## config.mk

```make
export PLATFORM = sky130hd
export DESIGN_NAME = pcm_to_i2s_top
export DESIGN_NICKNAME = d
export VERILOG_FILES = /design/src/hw/i2s_pkg.sv /design/src/hw/i2s_timing_if.sv /design/src/hw/pcm_frame_fifo.sv /design/src/hw/i2s_clock_gen.sv /design/src/hw/i2s_serializer.sv /design/src/hw/pcm_to_i2s_top.sv
export SDC_FILE = /design/constraint.sdc
export NUM_CORES = 1
export LEC_CHECK = 0
export ABC_AREA = 1
export BUFFER_PORTS_ARGS = -buffer_cell sky130_fd_sc_hd__buf_2
export CORE_MARGIN = 3
export CORE_UTILIZATION = 55
export DETAILED_ROUTE_END_ITERATION = 8
export HOLD_SLACK_MARGIN = 0.06
export PLACE_DENSITY = 0.73
export SLEW_MARGIN = 5
export SYNTH_ARGS = -nofsm -noshare
export SYNTH_HDL_FRONTEND = slang
export SYNTH_SLANG_ARGS = --single-unit
```

## constraint.sdc

```tcl
create_clock -name clk -period 6.8 [get_ports clk]
set_input_delay 2.04 -clock clk [delete_from_list [all_inputs] [get_ports clk]]
set_output_delay 2.04 -clock clk [all_outputs]
set_load 0.03 [all_outputs]
```

## src/hw/i2s_pkg.sv

```systemverilog
package i2s_pkg;

    // frame format, 96 kHz output with clk at 49.152 MHz
    localparam int sample_width      = 24;
    localparam int clks_per_bclk     = 8;    // low for the first half, high for the second
    localparam int bclks_per_channel = 32;
    localparam int bclks_per_frame   = 64;
    localparam int fifo_depth        = 4;    // in stereo frames

    localparam int phase_width = $clog2(clks_per_bclk);
    localparam int slot_width  = $clog2(bclks_per_frame);
    localparam int ptr_width   = $clog2(fifo_depth);
    localparam int count_width = $clog2(fifo_depth + 1);

    // phase counter landmarks inside one bclk period
    localparam logic [phase_width-1:0] phase_fall  = phase_width'(clks_per_bclk - 1);
    localparam logic [phase_width-1:0] phase_rise  = phase_width'(clks_per_bclk / 2 - 1);
    localparam logic [phase_width-1:0] phase_reset = phase_width'(clks_per_bclk / 2);

    // slot windows, each sample starts one bclk after its lrclk edge
    localparam logic [slot_width-1:0] slot_last   = slot_width'(bclks_per_frame - 1);
    localparam logic [slot_width-1:0] slot_right  = slot_width'(bclks_per_channel);
    localparam logic [slot_width-1:0] left_first  = slot_width'(1);
    localparam logic [slot_width-1:0] left_last   = slot_width'(sample_width);
    localparam logic [slot_width-1:0] right_first = slot_width'(bclks_per_channel + 1);
    localparam logic [slot_width-1:0] right_last  = slot_width'(bclks_per_channel + sample_width);

    localparam logic [count_width-1:0] count_full = count_width'(fifo_depth);

    typedef logic signed [sample_width-1:0] pcm_sample_t;

    typedef struct packed {
        pcm_sample_t left;
        pcm_sample_t right;
    } pcm_frame_t;  // 48 bits, left in the upper half

endpackage

```

## src/hw/i2s_timing_if.sv

```systemverilog
`timescale 1ns/1ps

// bit and frame timing from the clock generator to the serializer
interface i2s_timing_if;

    logic                           bit_strobe;  // clk cycle in which bclk falls
    logic [i2s_pkg::slot_width-1:0] slot;        // bclk index in the frame, 0 to 63
    logic                           channel;     // same as lrclk, 0 = left
    logic                           frame_load;  // with the bit_strobe of slot 63
    logic                           active;      // generator out of reset

    modport gen (
        output bit_strobe,
        output slot,
        output channel,
        output frame_load,
        output active
    );

    modport ser (
        input bit_strobe,
        input slot,
        input channel,
        input frame_load,
        input active
    );

endinterface

```

## src/hw/pcm_frame_fifo.sv

```systemverilog
`timescale 1ns/1ps

module pcm_frame_fifo (
    input  logic                clk,
    input  logic                reset_n,
    input  logic                pcm_write,
    input  i2s_pkg::pcm_frame_t wr_frame,
    input  logic                pop,
    output i2s_pkg::pcm_frame_t head_frame,
    output logic                head_valid,
    output logic                fifo_full,
    output logic                overflow
);

    i2s_pkg::pcm_frame_t mem [i2s_pkg::fifo_depth];

    logic [i2s_pkg::ptr_width-1:0]   wr_ptr;
    logic [i2s_pkg::ptr_width-1:0]   rd_ptr;
    logic [i2s_pkg::count_width-1:0] count;
    logic                            push;

    assign fifo_full  = (count == i2s_pkg::count_full);
    assign head_valid = (count != '0);
    assign head_frame = mem[rd_ptr];           // oldest frame, no read latency

    // a write into a full buffer is lost
    assign push = pcm_write && !fifo_full;

    always_ff @(posedge clk) begin
        if (push) begin
            mem[wr_ptr] <= wr_frame;
        end
    end

    always_ff @(posedge clk) begin
        if (reset_n) begin
            wr_ptr   <= '0;
            rd_ptr   <= '0;
            count    <= '0;
            overflow <= 1'b0;
        end else begin
            overflow <= pcm_write && fifo_full;  // one pulse per dropped frame

            if (push) begin
                wr_ptr <= wr_ptr + 1'b1;       // depth is a power of two, wraps by itself
            end
            if (pop) begin
                rd_ptr <= rd_ptr + 1'b1;
            end

            case ({push, pop})
                2'b10:   count <= count + 1'b1;
                2'b01:   count <= count - 1'b1;
                default: count <= count;       // idle, or push and pop together
            endcase
        end
    end

endmodule

```

## src/hw/i2s_clock_gen.sv

```systemverilog
`timescale 1ns/1ps

module i2s_clock_gen (
    input  logic      clk,
    input  logic      reset_n,
    i2s_timing_if.gen timing,
    output logic      bclk,
    output logic      lrclk
);

    logic [i2s_pkg::phase_width-1:0] phase;     // position inside one bclk period
    logic [i2s_pkg::slot_width-1:0]  slot;
    logic [i2s_pkg::slot_width-1:0]  slot_next;
    logic                            strobe_q;
    logic                            load_q;
    logic                            active_q;

    assign slot_next = slot + 1'b1;             // 63 wraps back to 0

    // phase restarts inside the high half so that the first fall comes
    // four clk after reset, with bclk held low until then
    always_ff @(posedge clk) begin
        if (reset_n) begin
            phase    <= i2s_pkg::phase_reset;
            bclk     <= 1'b0;
            strobe_q <= 1'b0;
            active_q <= 1'b0;
        end else begin
            active_q <= 1'b1;
            strobe_q <= 1'b0;
            if (phase == i2s_pkg::phase_fall) begin
                phase    <= '0;
                bclk     <= 1'b0;
                strobe_q <= 1'b1;               // marks the falling edge
            end else begin
                phase <= phase + 1'b1;
                if (phase == i2s_pkg::phase_rise) begin
                    bclk <= 1'b1;
                end
            end
        end
    end

    // slot count and word clock, both move only on a bclk fall
    always_ff @(posedge clk) begin
        if (reset_n) begin
            slot   <= i2s_pkg::slot_last;       // first fall opens slot 0
            lrclk  <= 1'b0;
            load_q <= 1'b0;
        end else begin
            load_q <= 1'b0;
            if (phase == i2s_pkg::phase_fall) begin
                slot   <= slot_next;
                lrclk  <= (slot_next >= i2s_pkg::slot_right);  // right half is slots 32 to 63
                load_q <= (slot_next == i2s_pkg::slot_last);
            end
        end
    end

    assign timing.bit_strobe = strobe_q;
    assign timing.slot       = slot;
    assign timing.channel    = lrclk;
    assign timing.frame_load = load_q;
    assign timing.active     = active_q;

endmodule

```

## src/hw/i2s_serializer.sv

```systemverilog
`timescale 1ns/1ps

module i2s_serializer (
    input  logic                clk,
    input  logic                reset_n,
    i2s_timing_if.ser           timing,
    input  i2s_pkg::pcm_frame_t head_frame,
    input  logic                head_valid,
    output logic                pop,
    output logic                underrun,
    output logic                s_data
);

    logic [i2s_pkg::sample_width-1:0] left_sr;
    logic [i2s_pkg::sample_width-1:0] right_sr;
    logic                             in_left;
    logic                             in_right;
    logic                             load;

    // data windows, slot 0 and slot 32 carry the one bclk delay
    assign in_left  = !timing.channel
                      && (timing.slot >= i2s_pkg::left_first)
                      && (timing.slot <= i2s_pkg::left_last);
    assign in_right = timing.channel
                      && (timing.slot >= i2s_pkg::right_first)
                      && (timing.slot <= i2s_pkg::right_last);

    assign load = timing.active && timing.frame_load;
    assign pop  = load && head_valid;           // FIFO steps on the same edge that latches

    // shift registers, a missing frame loads as silence
    always_ff @(posedge clk) begin
        if (load) begin
            left_sr  <= head_valid ? head_frame.left  : '0;
            right_sr <= head_valid ? head_frame.right : '0;
        end else if (timing.bit_strobe) begin
            if (in_left) begin
                left_sr <= {left_sr[i2s_pkg::sample_width-2:0], 1'b0};
            end
            if (in_right) begin
                right_sr <= {right_sr[i2s_pkg::sample_width-2:0], 1'b0};
            end
        end
    end

    // s_data follows the bclk fall by one clk, well before the rising edge
    always_ff @(posedge clk) begin
        if (reset_n) begin
            s_data   <= 1'b0;
            underrun <= 1'b0;
        end else begin
            underrun <= load && !head_valid;
            if (timing.active && timing.bit_strobe) begin
                if (in_left) begin
                    s_data <= left_sr[i2s_pkg::sample_width-1];   // MSB first
                end else if (in_right) begin
                    s_data <= right_sr[i2s_pkg::sample_width-1];
                end else begin
                    s_data <= 1'b0;             // padding slots
                end
            end
        end
    end

endmodule

```

## src/hw/pcm_to_i2s_top.sv

```systemverilog
`timescale 1ns/1ps

module pcm_to_i2s_top (
    input  logic                 clk,
    input  logic                 reset_n,
    input  i2s_pkg::pcm_sample_t pcm_left,
    input  i2s_pkg::pcm_sample_t pcm_right,
    input  logic                 pcm_write,
    output logic                 fifo_full,
    output logic                 overflow,
    output logic                 underrun,
    output logic                 bclk,
    output logic                 lrclk,
    output logic                 s_data
);

    i2s_pkg::pcm_frame_t wr_frame;
    i2s_pkg::pcm_frame_t head_frame;
    logic                head_valid;
    logic                pop;

    i2s_timing_if timing_bus ();

    // host writes one stereo pair per strobe
    assign wr_frame = '{left: pcm_left, right: pcm_right};

    pcm_frame_fifo fifo_inst (
        .clk        (clk),
        .reset_n    (reset_n),
        .pcm_write  (pcm_write),
        .wr_frame   (wr_frame),
        .pop        (pop),
        .head_frame (head_frame),
        .head_valid (head_valid),
        .fifo_full  (fifo_full),
        .overflow   (overflow)
    );

    i2s_clock_gen clock_gen_inst (
        .clk     (clk),
        .reset_n (reset_n),
        .timing  (timing_bus.gen),
        .bclk    (bclk),
        .lrclk   (lrclk)
    );

    i2s_serializer serializer_inst (
        .clk        (clk),
        .reset_n    (reset_n),
        .timing     (timing_bus.ser),
        .head_frame (head_frame),
        .head_valid (head_valid),
        .pop        (pop),
        .underrun   (underrun),
        .s_data     (s_data)
    );

endmodule

```

Word-level counts from Yosys, hierarchy flattened
Memories as Yosys holds them, arrays and structs flattened. A register that Yosys moved wholly into a read port is not among the register bits.
Index checks and enable logic that the tools add are counted.
{"block": "word_totals", "out_inout_bits": 6, "ram_bits": 192, "rom_bits": 0, "in_bits": 51, "latchBits": 0, "register_bits": 72, "mem_count": 1, "wordCells": 75}
{"block": "classes", "n_eq_ne": 6, "addsub": 6, "n_mul": 0, "n_bitwise": 1, "mux": 18, "shifts": 0, "div_mod_pow": 0, "magnitude_cmp": 5, "n_reduce_logical": 22}
{"memory": "fifo_inst.mem", "depth": 4, "width": 48, "rd": 1, "rd_clocked_by_memory_dff": 1, "write_ports": 1, "line": "pcm_frame_fifo.sv:15", "source": "i2s_pkg::pcm_frame_t mem [i2s_pkg::fifo_depth];"}
{"op": "24-bit 2-to-1 mux", "n": 8}
{"op": "6-bit >= comparator, second input constant", "n": 2}
{"op": "1-bit logical AND", "n": 10}
{"op": "2-bit nonzero test", "n": 4}
{"op": "3-bit by 1-bit adder with 3-bit output, second input constant", "n": 2}
{"op": "6-bit by 1-bit adder with 6-bit output, second input constant", "n": 1}
{"op": "3-bit == test, second input constant", "n": 2}
{"op": "6-bit == test, second input constant", "n": 1}
{"op": "6-bit by 1-bit >= comparator with 1-bit output, second input constant", "n": 1}
{"op": "6-bit by 5-bit less-or-equal comparator with 1-bit output, second input constant", "n": 1}
{"op": "6-bit less-or-equal comparator, second input constant", "n": 1}
{"op": "1-bit 2-to-1 mux", "n": 6}
{"op": "3-bit one-hot mux with 2 select lines", "n": 1}
{"op": "2-bit by 1-bit adder with 2-bit output, second input constant", "n": 2}
{"op": "2-bit 2-to-1 mux", "n": 2}
{"op": "2-bit AND reduction", "n": 2}
{"op": "2-bit OR reduction", "n": 2}
{"op": "3-bit by 2-bit == test with 1-bit output, second input constant", "n": 1}
{"op": "1-bit zero test", "n": 3}
{"op": "3-bit 2-to-1 mux", "n": 1}
{"op": "3-bit nonzero test", "n": 1}
{"op": "3-bit by 1-bit subtractor with 3-bit output, second input constant", "n": 1}
{"op": "2-bit by 1-bit == test with 1-bit output, second input constant", "n": 1}
{"op": "2-bit == test, second input constant", "n": 1}
{"op": "1-bit inverter", "n": 1}

Depth between registers and ports, before layout
Gate-level depths: netlist of run 1.
{"block": "depth", "ltp_word": 6, "ltp_mapped": 12, "mapped_depth_nobuf": 11}

Hierarchy
From an unflattened synthesis of run 1, not the netlist that was laid out.
{"block": "hier_totals", "cells_unflattened": 753, "area_unflattened_um2": 10401.2}
{"module": "pcm_frame_fifo", "area_per_inst_um2": 7672.4, "seq_area_each_um2": 5965.7, "instances": 1, "cells_per_inst": 533}
{"module": "i2s_serializer", "area_per_inst_um2": 2109.5, "seq_area_each_um2": 1481.4, "instances": 1, "cells_per_inst": 141}
{"module": "i2s_clock_gen", "area_per_inst_um2": 619.3, "seq_area_each_um2": 280.3, "instances": 1, "cells_per_inst": 79}

Worst setup path before layout of run 1
No wires, ideal clock.
{"block": "synth_timing", "path_type": "input-to-reg", "startpoint": "in pcm_write", "endpoint": "mem fifo_inst.mem[0][0] (netlist bit), enable pin", "t_required_ns": 6.346, "slack_ns": 2.182, "arrival_time_ns": 4.164, "cell_stages": 2, "cell_sequence": "nand2_2 -> nor2_1"}
{"block": "synth_between", "elab_chain_len": 3}
{"element": "from (decl)", "line": "pcm_to_i2s_top.sv:8", "source": "input logic pcm_write,"}
{"element": "1-bit logical AND", "line": "pcm_frame_fifo.sv:27", "source": "assign push = pcm_write && !fifo_full;"}
{"element": "1-bit 2-to-1 mux", "line": "pcm_frame_fifo.sv:30", "source": "if (push) begin"}
{"element": "1-bit 2-to-1 mux (implied by the code)", "line": "pcm_frame_fifo.sv:31", "source": "mem[wr_ptr] <= wr_frame;"}
{"element": "to (decl)", "line": "pcm_frame_fifo.sv:15"}
Every way passes these cells.

Final worst setup path of run 1
{"block": "layout_timing", "startpoint": "in pcm_write", "endpoint": "mem fifo_inst.mem[2][2] (netlist bit), enable pin"}
Same word-level chain as after synthesis.

==> flow_summary_export.csv, run 1 <==
group,metric,value,unit
sta,whs,0.423,ns
yosys,synth_nets,886,
cts,cts_tree,"yes",
power_and_ir_drop,powerDensity,297,mW/mm^2
setup_path,crit_family,"simple AND/OR/NAND/NOR gates",
yosys,ys.flop_type,"edfxtp_1",
sta,slew_headroom,0.240,
setup_path,crit_chain,"buf_2, nand2_2, nor2_4, buf_4",
sta,clock_skew,0.0166,ns
cts,cts_made_buffers,27,
yosys,ys_warn_count,0,
global_routing,grt_pass1_wl,32.2,mm
yosys,yosysTopAreaCell,"edfxtp_1",
yosys,synth_common_cells,"edfxtp_1, nand2_1, nor2_1, o21ai_0, o22ai_1",
cts,cts.sinks,266,
cts,hold_buffers,0,
route,drc_errors,0,
sta,finalMaxSlewViolations,0,
sta,tns,0,ns
yosys,synth_edf_count,240,
placed_design,dpl.cell_count,1073,
floorplanning,core,0.0183,mm^2
power_and_ir_drop,max-vdd-ir-drop,0.216,mV
sta,worst_pin_slew,1.14,ns
layout,stdcell_count,1124,
cts,cts_htree_levels,1,
yosys,syn_area_per_cell,12.7,um^2
global_routing,grt_max_degree,98,
layout,post-route-util,0.640,
yosys,synth_area_leaders,"edfxtp_1, nand2_1, dfxtp_1",
cts,clock_latency,0.54,ns
layout,multi_input_area,0.00229,mm^2
yosys,synth_top_cell_area_share,0.693,
cts,cts.clk_slew.worst_paths,0.06,ns
floorplanning,dieWidth,144,um
floorplanning,initial_utilization,0.570,
yosys,synth.yosys.seq_area_share,0.743,
route,viasPerCell,5.53,
sta,finalSetupViolCount,0,
setup_path,critical_path_class,"primary input to flop",
placed_design,io_buffers,56,
sta,hold_viol,0,
global_routing,overflow,0,
power_and_ir_drop,p_leak,4.32,nW
yosys,ys_seq_elements,266,
yosys,ys_types,31,
setup_path,cp_num_buf_inv,2,
layout,register_area,0.00773,mm^2
layout,drive_gt1_frac,0.138,
setup_path,cp.arrival,3.59,ns
setup_path,required,7.02,ns
floorplanning,rows,49,
cts,cts_root_buf,"clkbuf_16",
yosys,syn_inst,822,
floorplanning,die-height,144,um
route,routedWlPerCell,17.7,um
yosys,ys_async_sr_fraction,0,
hold_path,hold_path.class,"flop to flop",
placed_design,gp_congestion,0.763,
sta,fmax,296,MHz
layout,fin_nets,937,
cts,cts_buffer_depth,3,
yosys,synth.most_common_cell,"edfxtp_1",
sta,rsz0062_at_grt,"false",
route,first_pass_iters,5,
route,first_iter_violations,480,
global_routing,antenna_found_initial,1,
setup_path,setup.worst_path.start_class,"primary input",
layout,n_fill_cell,1347,
route,via_count,6219,
sta,fin_crit,3.38,ns
yosys,synth.cell_area,0.0104,mm^2
route,wirelength,19.9,mm
sta,period_share,0.496,
job,cap_violations,0,
global_routing,track_usage,0.198,
placed_design,hpwl,10.4,mm
global_routing,grt_pass1_vias,6174,
route,postRouteAntennaNets,0,
setup_path,slowest_stage,"nor2_4",
floorplanning,ios,57,
setup_path,crit_fanout,32,
setup_path,critPathMaxStageDelay,0.83,ns
floorplanning,die_area,0.0206,mm^2
cts,cts_setup_buffers,0,
outcome,status,"completed",
cts,cts_resized,0,
layout,syn2layout_area_growth,12.3,%
setup_path,critPathCaptureType,"flop",
per-stage QoR:
stage | setup slack, ns | cell area (um^2) | power (mW)
detailed placement | 2.83 | 10800 | 2.02
CTS | 3.40 | 11700 | 3.49
global placement | 2.84 | 10800 | 2.02
global route | 3.28 | 11700 | 3.59
floorplan | 2.18 | 10400 | 1.97
finish | 3.42 | 11700 | 3.47
power by group:
part / total [mW] / switching, mW / internal, mW
combinational: 0.128 / 0.0869 / 0.0416
clock: 1.48 / 0.605 / 0.880
sequential: 1.86 / 0.0176 / 1.84
total: 3.47 / 0.709 / 2.76
worst register-to-register path: stages, from the launching register on:
cell and delay (ns):
dfxtp_1 0.38, inv_2 0.07, nand3_2 0.09, nand2_2 0.09, inv_2 0.74, ha_1 0.29
inv_1 0.07, fa_1 0.38, a21oi_1 0.14, o21ai_0 0.10, o21ai_0 0.16, a21oi_1 0.05
final cells by class:
type / count / area share
Inverter: 37 / 0.0121
Clock buffer: 29 / 0.0585
Multi-Input combinational cell: 477 / 0.196
Antenna cell: 1 / 0.000214
Clock inverter: 21 / 0.0182
Timing Repair Buffer: 64 / 0.0291
Tap cell: 229 / 0.0245
Sequential cell: 266 / 0.661
registers in the layout, summed over array words and instances (netlist names), named ones only:
name,count
clock_gen_inst.timing.active,1
fifo_inst.overflow,1
clock_gen_inst.phase,3
fifo_inst.wr_ptr,2
serializer_inst.left_sr,24
serializer_inst.right_sr,24
fifo_inst.mem,192
serializer_inst.s_data,1
clock_gen_inst.timing.bit_strobe,1
clock_gen_inst.timing.slot,6
clock_gen_inst.lrclk,1
fifo_inst.rd_ptr,2
clock_gen_inst.timing.frame_load,1
serializer_inst.underrun,1
fifo_inst.count,3
clock_gen_inst.bclk,1
per-layer routing:
layer,GRT usage,share of wire,up-vias
met3,0.0303,0.052,32
met1,0.280,0.44,3005
li1,-,-,3006
met5,0,0,-
met4,0.0624,0.021,0
met2,0.322,0.49,176
layout by cell type, fill, tap and decap left out, types with 2 or more instances in the layout:
cell       instances
nor2_1           120
inv_1             30
clkbuf_1           2
nand2_1          156
o21ai_1           19
clkbuf_16         27
clkinv_2           5
a21oi_1           11
xnor2_1            3
o21ai_0           85
dfxtp_1           25
buf_2             56
bufinv_16          4
nor2_4             5
nand3_1            5
buf_4              8
clkinv_1           9
nand2_2            2
edfxtp_1         240
o22ai_1           49
inv_2              6
ha_1              12
nand3_2            2
cells by family (layout without fill, tap and decap cells):
logic type	Yosys count	after routing	synth area share
xor+xnor	5	5	0.00493
flops	266	266	0.743
compound gates	166	166	0.0860
fa+ha+maj	13	13	0.0164
buf+inv	79	151	0.0403
other cells	0	1	0
simple gates	293	293	0.110
final timing paths:
path | start | endpoint | slack (ns) | cells after the start
max | pcm_write | fifo_inst.mem[2][2] | 3.42 | 4
min | clock_gen_inst.phase[0] | clock_gen_inst.phase[0] | 0.42 | 1
max reg2reg | fifo_inst.count[1] | fifo_inst.count[2] | 4.13 | 11
min reg2reg | clock_gen_inst.phase[0] | clock_gen_inst.phase[0] | 0.42 | 1
(Power assumes the default switching activity.)
==> inputs of run 2 (changes only) <==
Settings changed: ABC_AREA 1 to 0.
Clock period 6.8 ns to 3.55 ns, I/O delays scaled along.
==> flow_summary_export.csv, run 2 <==
group,metric,value,unit
layout,reg_top3,"fifo_inst.mem: 192 flops, serializer_inst.left_sr: 24 flops, serializer_inst.right_sr: 24 flops",
yosys,synth.yosys.seq_area_share,0.770,
route,first_iter_violations,322,
cts,cts_tree,"yes",
yosys,ys_warn_count,0,
sta,finalMaxSlewViolations,0,
cts,clock_latency,0.53,ns
yosys,ys.flop_type,"edfxtp_1",
floorplanning,ios,57,
power_and_ir_drop,powerDensity,584,mW/mm^2
sta,period_share,0.802,
job,cap_violations,0,
cts,cts_resized,0,
layout,stdcell_count,804,
global_routing,track_usage,0.180,
layout,fin_nets,623,
yosys,ys_seq_elements,266,
yosys,synth.most_common_cell,"edfxtp_1",
global_routing,antenna_found_initial,0,
yosys,synth_common_cells,"edfxtp_1, mux4_2, a22o_1, dfxtp_1, clkbuf_1",
global_routing,grt_pass1_vias,5089,
cts,cts_root_buf,"clkbuf_16",
layout,register_area,0.00773,mm^2
floorplanning,core,0.0176,mm^2
cts,hold_buffers,0,
layout,num_antenna_cells,0,
power_and_ir_drop,p_leak,3.84,nW
yosys,yosysTopAreaCell,"edfxtp_1",
sta,tns,0,ns
placed_design,dp_slack,0.733,ns
yosys,synth.cell_area,0.0100,mm^2
route,first_pass_iters,5,
global_routing,overflow,0,
cts,cts_setup_buffers,0,
route,drc_errors,0,
sta,worst_pin_slew,1.06,ns
global_routing,grt_pass1_wl,28.1,mm
yosys,synth_edf_count,240,
layout,syn2layout_area_growth,14.6,%
setup_path,critPathCaptureType,"output port",
global_routing,grt_max_degree,51,
route,viasPerCell,5.86,
sta,finalSetupViolCount,0,
placed_design,dpl-instance-area,0.0106,mm^2
sta,fin_crit,2.85,ns
setup_path,critical_path_class,"flop to output port",
global_routing,met2_usage,0.302,
placed_design,gp_congestion,0.716,
yosys,syn_area_per_cell,20.5,um^2
cts,cts_made_buffers,27,
cts,cts_buffer_depth,3,
sta,fin_ws,0.702,ns
sta,rsz0062_at_grt,"false",
route,routedWlPerCell,21.6,um
outcome,status,"completed",
setup_path,setup.worst_path.start_class,"flop",
layout,layout_commonest_cell,"edfxtp_1",
sta,hold_viol,0,
floorplanning,die_area,0.0199,mm^2
setup_path,crit_fanout,6,
route,wirelength,17.4,mm
layout,n_fill_cell,1163,
route,via_count,4708,
yosys,syn_inst,490,
layout,multi_input_area,0.00214,mm^2
global_routing,use_met3,0.0278,
setup_path,required,2.48,ns
setup_path,cp.arrival,1.78,ns
cts,cts_htree_levels,1,
yosys,synth_nets,554,
route,postRouteAntennaNets,0,
global_routing,use_met1,0.251,
layout,drive_gt1_frac,0.290,
cts,cts.sinks,266,
sta,fmax,351,MHz
sta,whs,0.447,ns
floorplanning,rows,48,
placed_design,dpl.cell_count,755,
layout,layout_common_cells,"edfxtp_1, buf_2, mux4_2",
power_and_ir_drop,max-vdd-ir-drop,0.580,mV
layout,largest_reg_flops,192,
layout,fin_area,0.0115,mm^2
layout,regMostFlops,"fifo_inst.mem",
floorplanning,initial_utilization,0.570,
global_routing,top_usage_layer,"met2",
yosys,ys_async_sr_fraction,0,
sta,clock_skew,0.00791,ns
cts,cts.clk_slew.worst_paths,0.06,ns
floorplanning,die-height,141,um
floorplanning,dieWidth,141,um
placed_design,hpwl,10.2,mm
yosys,synth_area_leaders,"edfxtp_1, mux4_2, dfxtp_1",
yosys,ys_types,36,
sta,slew_headroom,0.288,
placed_design,io_buffers,56,
yosys,synth_top_cell_area_share,0.718,
hold_path,hold_path.class,"flop to flop",
==> run 2: cell count changes after synthesis, moves of 20 or more <==
cell     before  now
mux4_2        0   48
o21ai_0      86    4
o22ai_1      49    0
inv_1        30   10
nand2_1     156   15
nor2_1      124    9
a22o_1        0   46
==> run 2: worst paths after layout <==
| check | startpoint | endpoint | slack (ns) | cells after the start |
|---|---|---|---|---|
| max | fifo_inst.count[2] | fifo_full | 0.70 | 3 |
| min | clock_gen_inst.phase[0] | clock_gen_inst.phase[0] | 0.45 | 1 |
| max reg2reg | clock_gen_inst.timing.slot[1] | serializer_inst.right_sr[16] | 0.92 | 6 |
| min reg2reg | clock_gen_inst.phase[0] | clock_gen_inst.phase[0] | 0.45 | 1 |
==> run 2: per-layer routing <==
layer,up-vias,share of wire
met2,135,0.50
met5,-,0
met3,27,0.054
met1,2405,0.43
li1,2141,-
met4,0,0.022
==> run 2: kinds of logic after synthesis <==
family,Yosys count,synth area share
AO/OA/AOI/OAI,63,0.0515
XOR/XNOR,10,0.00873
adder cells (fa/ha/maj),13,0.0170
buffers and inverters,37,0.0176
flip-flops,266,0.770
multiplexers,48,0.108
AND/OR/NAND/NOR,53,0.0273
==> run 2: metrics by stage <==
step           power (mW)   util
2_1_floorplan        3.78      -
6_report             6.72  0.653
5_1_grt              6.95  0.653
3_3_place_gp         3.87  0.601
4_1_cts              6.78  0.653
3_5_place_dp         3.89  0.601
==> run 2: cell type report <==
type	count	area share
clock inverter	21	0.0210
timing repair buffer	66	0.0331
tap	225	0.0245
inverter	11	0.00359
sequential	266	0.673
clock buffer	28	0.0591
multi-input combinational	187	0.186
==> run 2: worst max-delay path: stages (launching register included) <==
cell and delay, ns:
dfxtp_1 0.38, or3b_2 0.53, inv_1 0.14, buf_2 0.22
==> run 2: where the power goes <==
| part | switching (mW) | internal [mW] | total (mW) |
|---|---|---|---|
| sequential | 0.0411 | 3.53 | 3.57 |
| combinational | 0.149 | 0.102 | 0.251 |
| clock | 1.14 | 1.75 | 2.90 |
| total | 1.33 | 5.39 | 6.72 |
==> inputs of run 3 (changes only) <==
Settings changed: CORE_UTILIZATION 55 to 54, PLACE_DENSITY 0.73 to 0.75.
Clock period 3.55 ns to 2.4 ns, I/O delays scaled along.
==> flow_summary_export.csv, run 3 (synthesis gave the netlist of run 2 again) <==
group,metric,value,unit
outcome,status,"completed",
sta,hold_viol,0,
cts,cts_root_buf,"clkbuf_16",
sta,fmax,436,MHz
global_routing,track_usage,0.174,
power_and_ir_drop,p_int,7.66,mW
job,cap_violations,0,
power_and_ir_drop,max-vdd-ir-drop,0.640,mV
layout,post-route-util,0.637,
setup_path,crit_chain,"or3b_4, buf_6, inv_1, buf_6",
floorplanning,dieWidth,142,um
layout,reg_top3,"fifo_inst.mem: 192 flops, serializer_inst.left_sr: 24 flops, serializer_inst.right_sr: 24 flops",
sta,slew_headroom,0.594,
route,via_count,4753,
cts,cts_htree_levels,1,
cts,cts_buffer_depth,3,
setup_path,critPathMaxStageDelay,0.40,ns
placed_design,io_buffers,56,
layout,drive_gt1_frac,0.288,
global_routing,grt_pass1_vias,5020,
placed_design,dp_slack,-0.0131,ns
setup_path,crit_top_cell,"buf_6",
sta,period_share,0.956,
sta,fin_crit,2.30,ns
route,first_iter_violations,299,
global_routing,grt_pass1_wl,27.6,mm
floorplanning,core,0.0181,mm^2
sta,clock_skew,0.0110,ns
setup_path,worstSetupStartpoint,"fifo_inst.count[1]",
layout,fin_area,0.0115,mm^2
route,wirelength,17.1,mm
floorplanning,rows,49,
cts,cts_made_buffers,27,
sta,worst_pin_slew,0.608,ns
power_and_ir_drop,p_switching,1.87,mW
power_and_ir_drop,clkPwrFrac,0.406,
placed_design,gp_congestion,0.812,
sta,finalSetupViolCount,0,
hold_path,hold_path.class,"primary input to flop",
setup_path,cp_num_buf_inv,3,
setup_path,setup.worst_path.start_class,"flop",
cts,cts_setup_buffers,0,
placed_design,dpl-instance-area,0.0107,mm^2
layout,layout_commonest_cell,"edfxtp_1",
floorplanning,die-height,142,um
setup_path,critPathCaptureType,"output port",
cts,clock_latency,0.52,ns
global_routing,grt_max_degree,51,
sta,tns,0,ns
floorplanning,initial_utilization,0.555,
power_and_ir_drop,p_leak,3.84,nW
placed_design,hpwl,9.53,mm
route,routedWlPerCell,21.1,um
layout,regMostFlops,"fifo_inst.mem",
cts,cts.sinks,266,
global_routing,antenna_found_initial,1,
sta,rsz0062_at_grt,"false",
setup_path,r2r_start,"fifo_inst.count[1]",
layout,syn2layout_area_growth,14.8,%
floorplanning,ios,57,
power_and_ir_drop,sw_frac_of_total,0.196,
route,first_pass_iters,4,
setup_path,critical_path_class,"flop to output port",
cts,cts_tree,"yes",
setup_path,crit_family,"simple AND/OR/NAND/NOR gates",
layout,fin_nets,628,
floorplanning,die_area,0.0203,mm^2
route,postRouteAntennaNets,0,
route,drc_errors,0,
setup_path,required,1.68,ns
setup_path,crit_fanout,5,
hold_path,hp-start,"pcm_right[4]",
layout,layout_common_cells,"edfxtp_1, buf_2, mux4_2",
power_and_ir_drop,seqPwrFrac,0.555,
global_routing,overflow,0,
sta,finalMaxSlewViolations,0,
layout,largest_reg_flops,192,
power_and_ir_drop,powerDensity,827,mW/mm^2
route,viasPerCell,5.85,
setup_path,slowest_stage,"or3b_4",
setup_path,cp.arrival,1.58,ns
cts,cts.clk_slew.worst_paths,0.06,ns
sta,fin_ws,0.105,ns
sta,whs,0.414,ns
power_and_ir_drop,pwr-share-comb,0.039,
[run 3: cell types whose count changed in the layout (fill, tap and decap cells not counted), sizes merged]
| cell | change |
|---|---|
| clkbuf | +7 |
| buf | +5 |
| bufinv | -3 |
| clkinv | -3 |
| clkinvlp | -3 |
| diode | +1 |
| inv | +1 |
[run 3: power by group through the flow]
stage	combinational (mW)	clock [mW]	sequential, mW
after floorplan	0.218	0	5.37
after global placement	0.359	0	5.37
after detailed placement	0.377	0	5.38
after CTS	0.383	3.97	5.29
after global routing	0.416	4.14	5.30
final	0.374	3.87	5.29
[run 3: layout make-up]
cell class | instances | area [um^2]
diodes | 1 | 2.50
clock buffers | 35 | 706
clock inverters | 13 | 116
fillers | 1196 | 6560
inverters | 11 | 41.3
multi-input cells | 187 | 2140
flip-flops and latches | 266 | 7740
well taps | 229 | 287
repair buffers | 71 | 490
[run 3: repair_timing]
item,CTS,global route
setup endpoints to repair,2,0
resized for setup,8,0
hold buffers,0,0
[run 3: path summary, 6_finish.rpt]
path,endpoint,slack (ns),depth (start not counted)
worst max-delay path,fifo_full,0.10,4
worst min-delay path,fifo_inst.mem[0][4],0.41,1
worst max register to register,fifo_inst.count[2],0.11,9
worst min register to register,clock_gen_inst.phase[0],0.44,1
[run 3: metal layers]
metal | wire length, um | vias up | global-route usage
li1 | - | 2159 | -
met1 | 7000 | 2420 | 0.240
met3 | 922 | 33 | 0.0339
met4 | 410 | 0 | 0.0510
met2 | 8800 | 141 | 0.290
met5 | 0 | - | 0
[run 3: worst reg2reg max path: stages, from the launching register on]
cell	delay, ns
dfxtp_2	0.33
or3b_4	0.40
and2_4	0.18
inv_1	0.07
ha_1	0.18
inv_1	0.07
fa_1	0.38
xor2_1	0.16
or3_1	0.31
a21oi_1	0.14
[run 3: stage by stage]
stage	cells	power, mW
2_1_floorplan	490	5.59
3_3_place_gp	764	5.72
3_5_place_dp	764	5.76
4_1_cts	812	9.64
5_1_grt	813	9.85
6_report	813	9.53
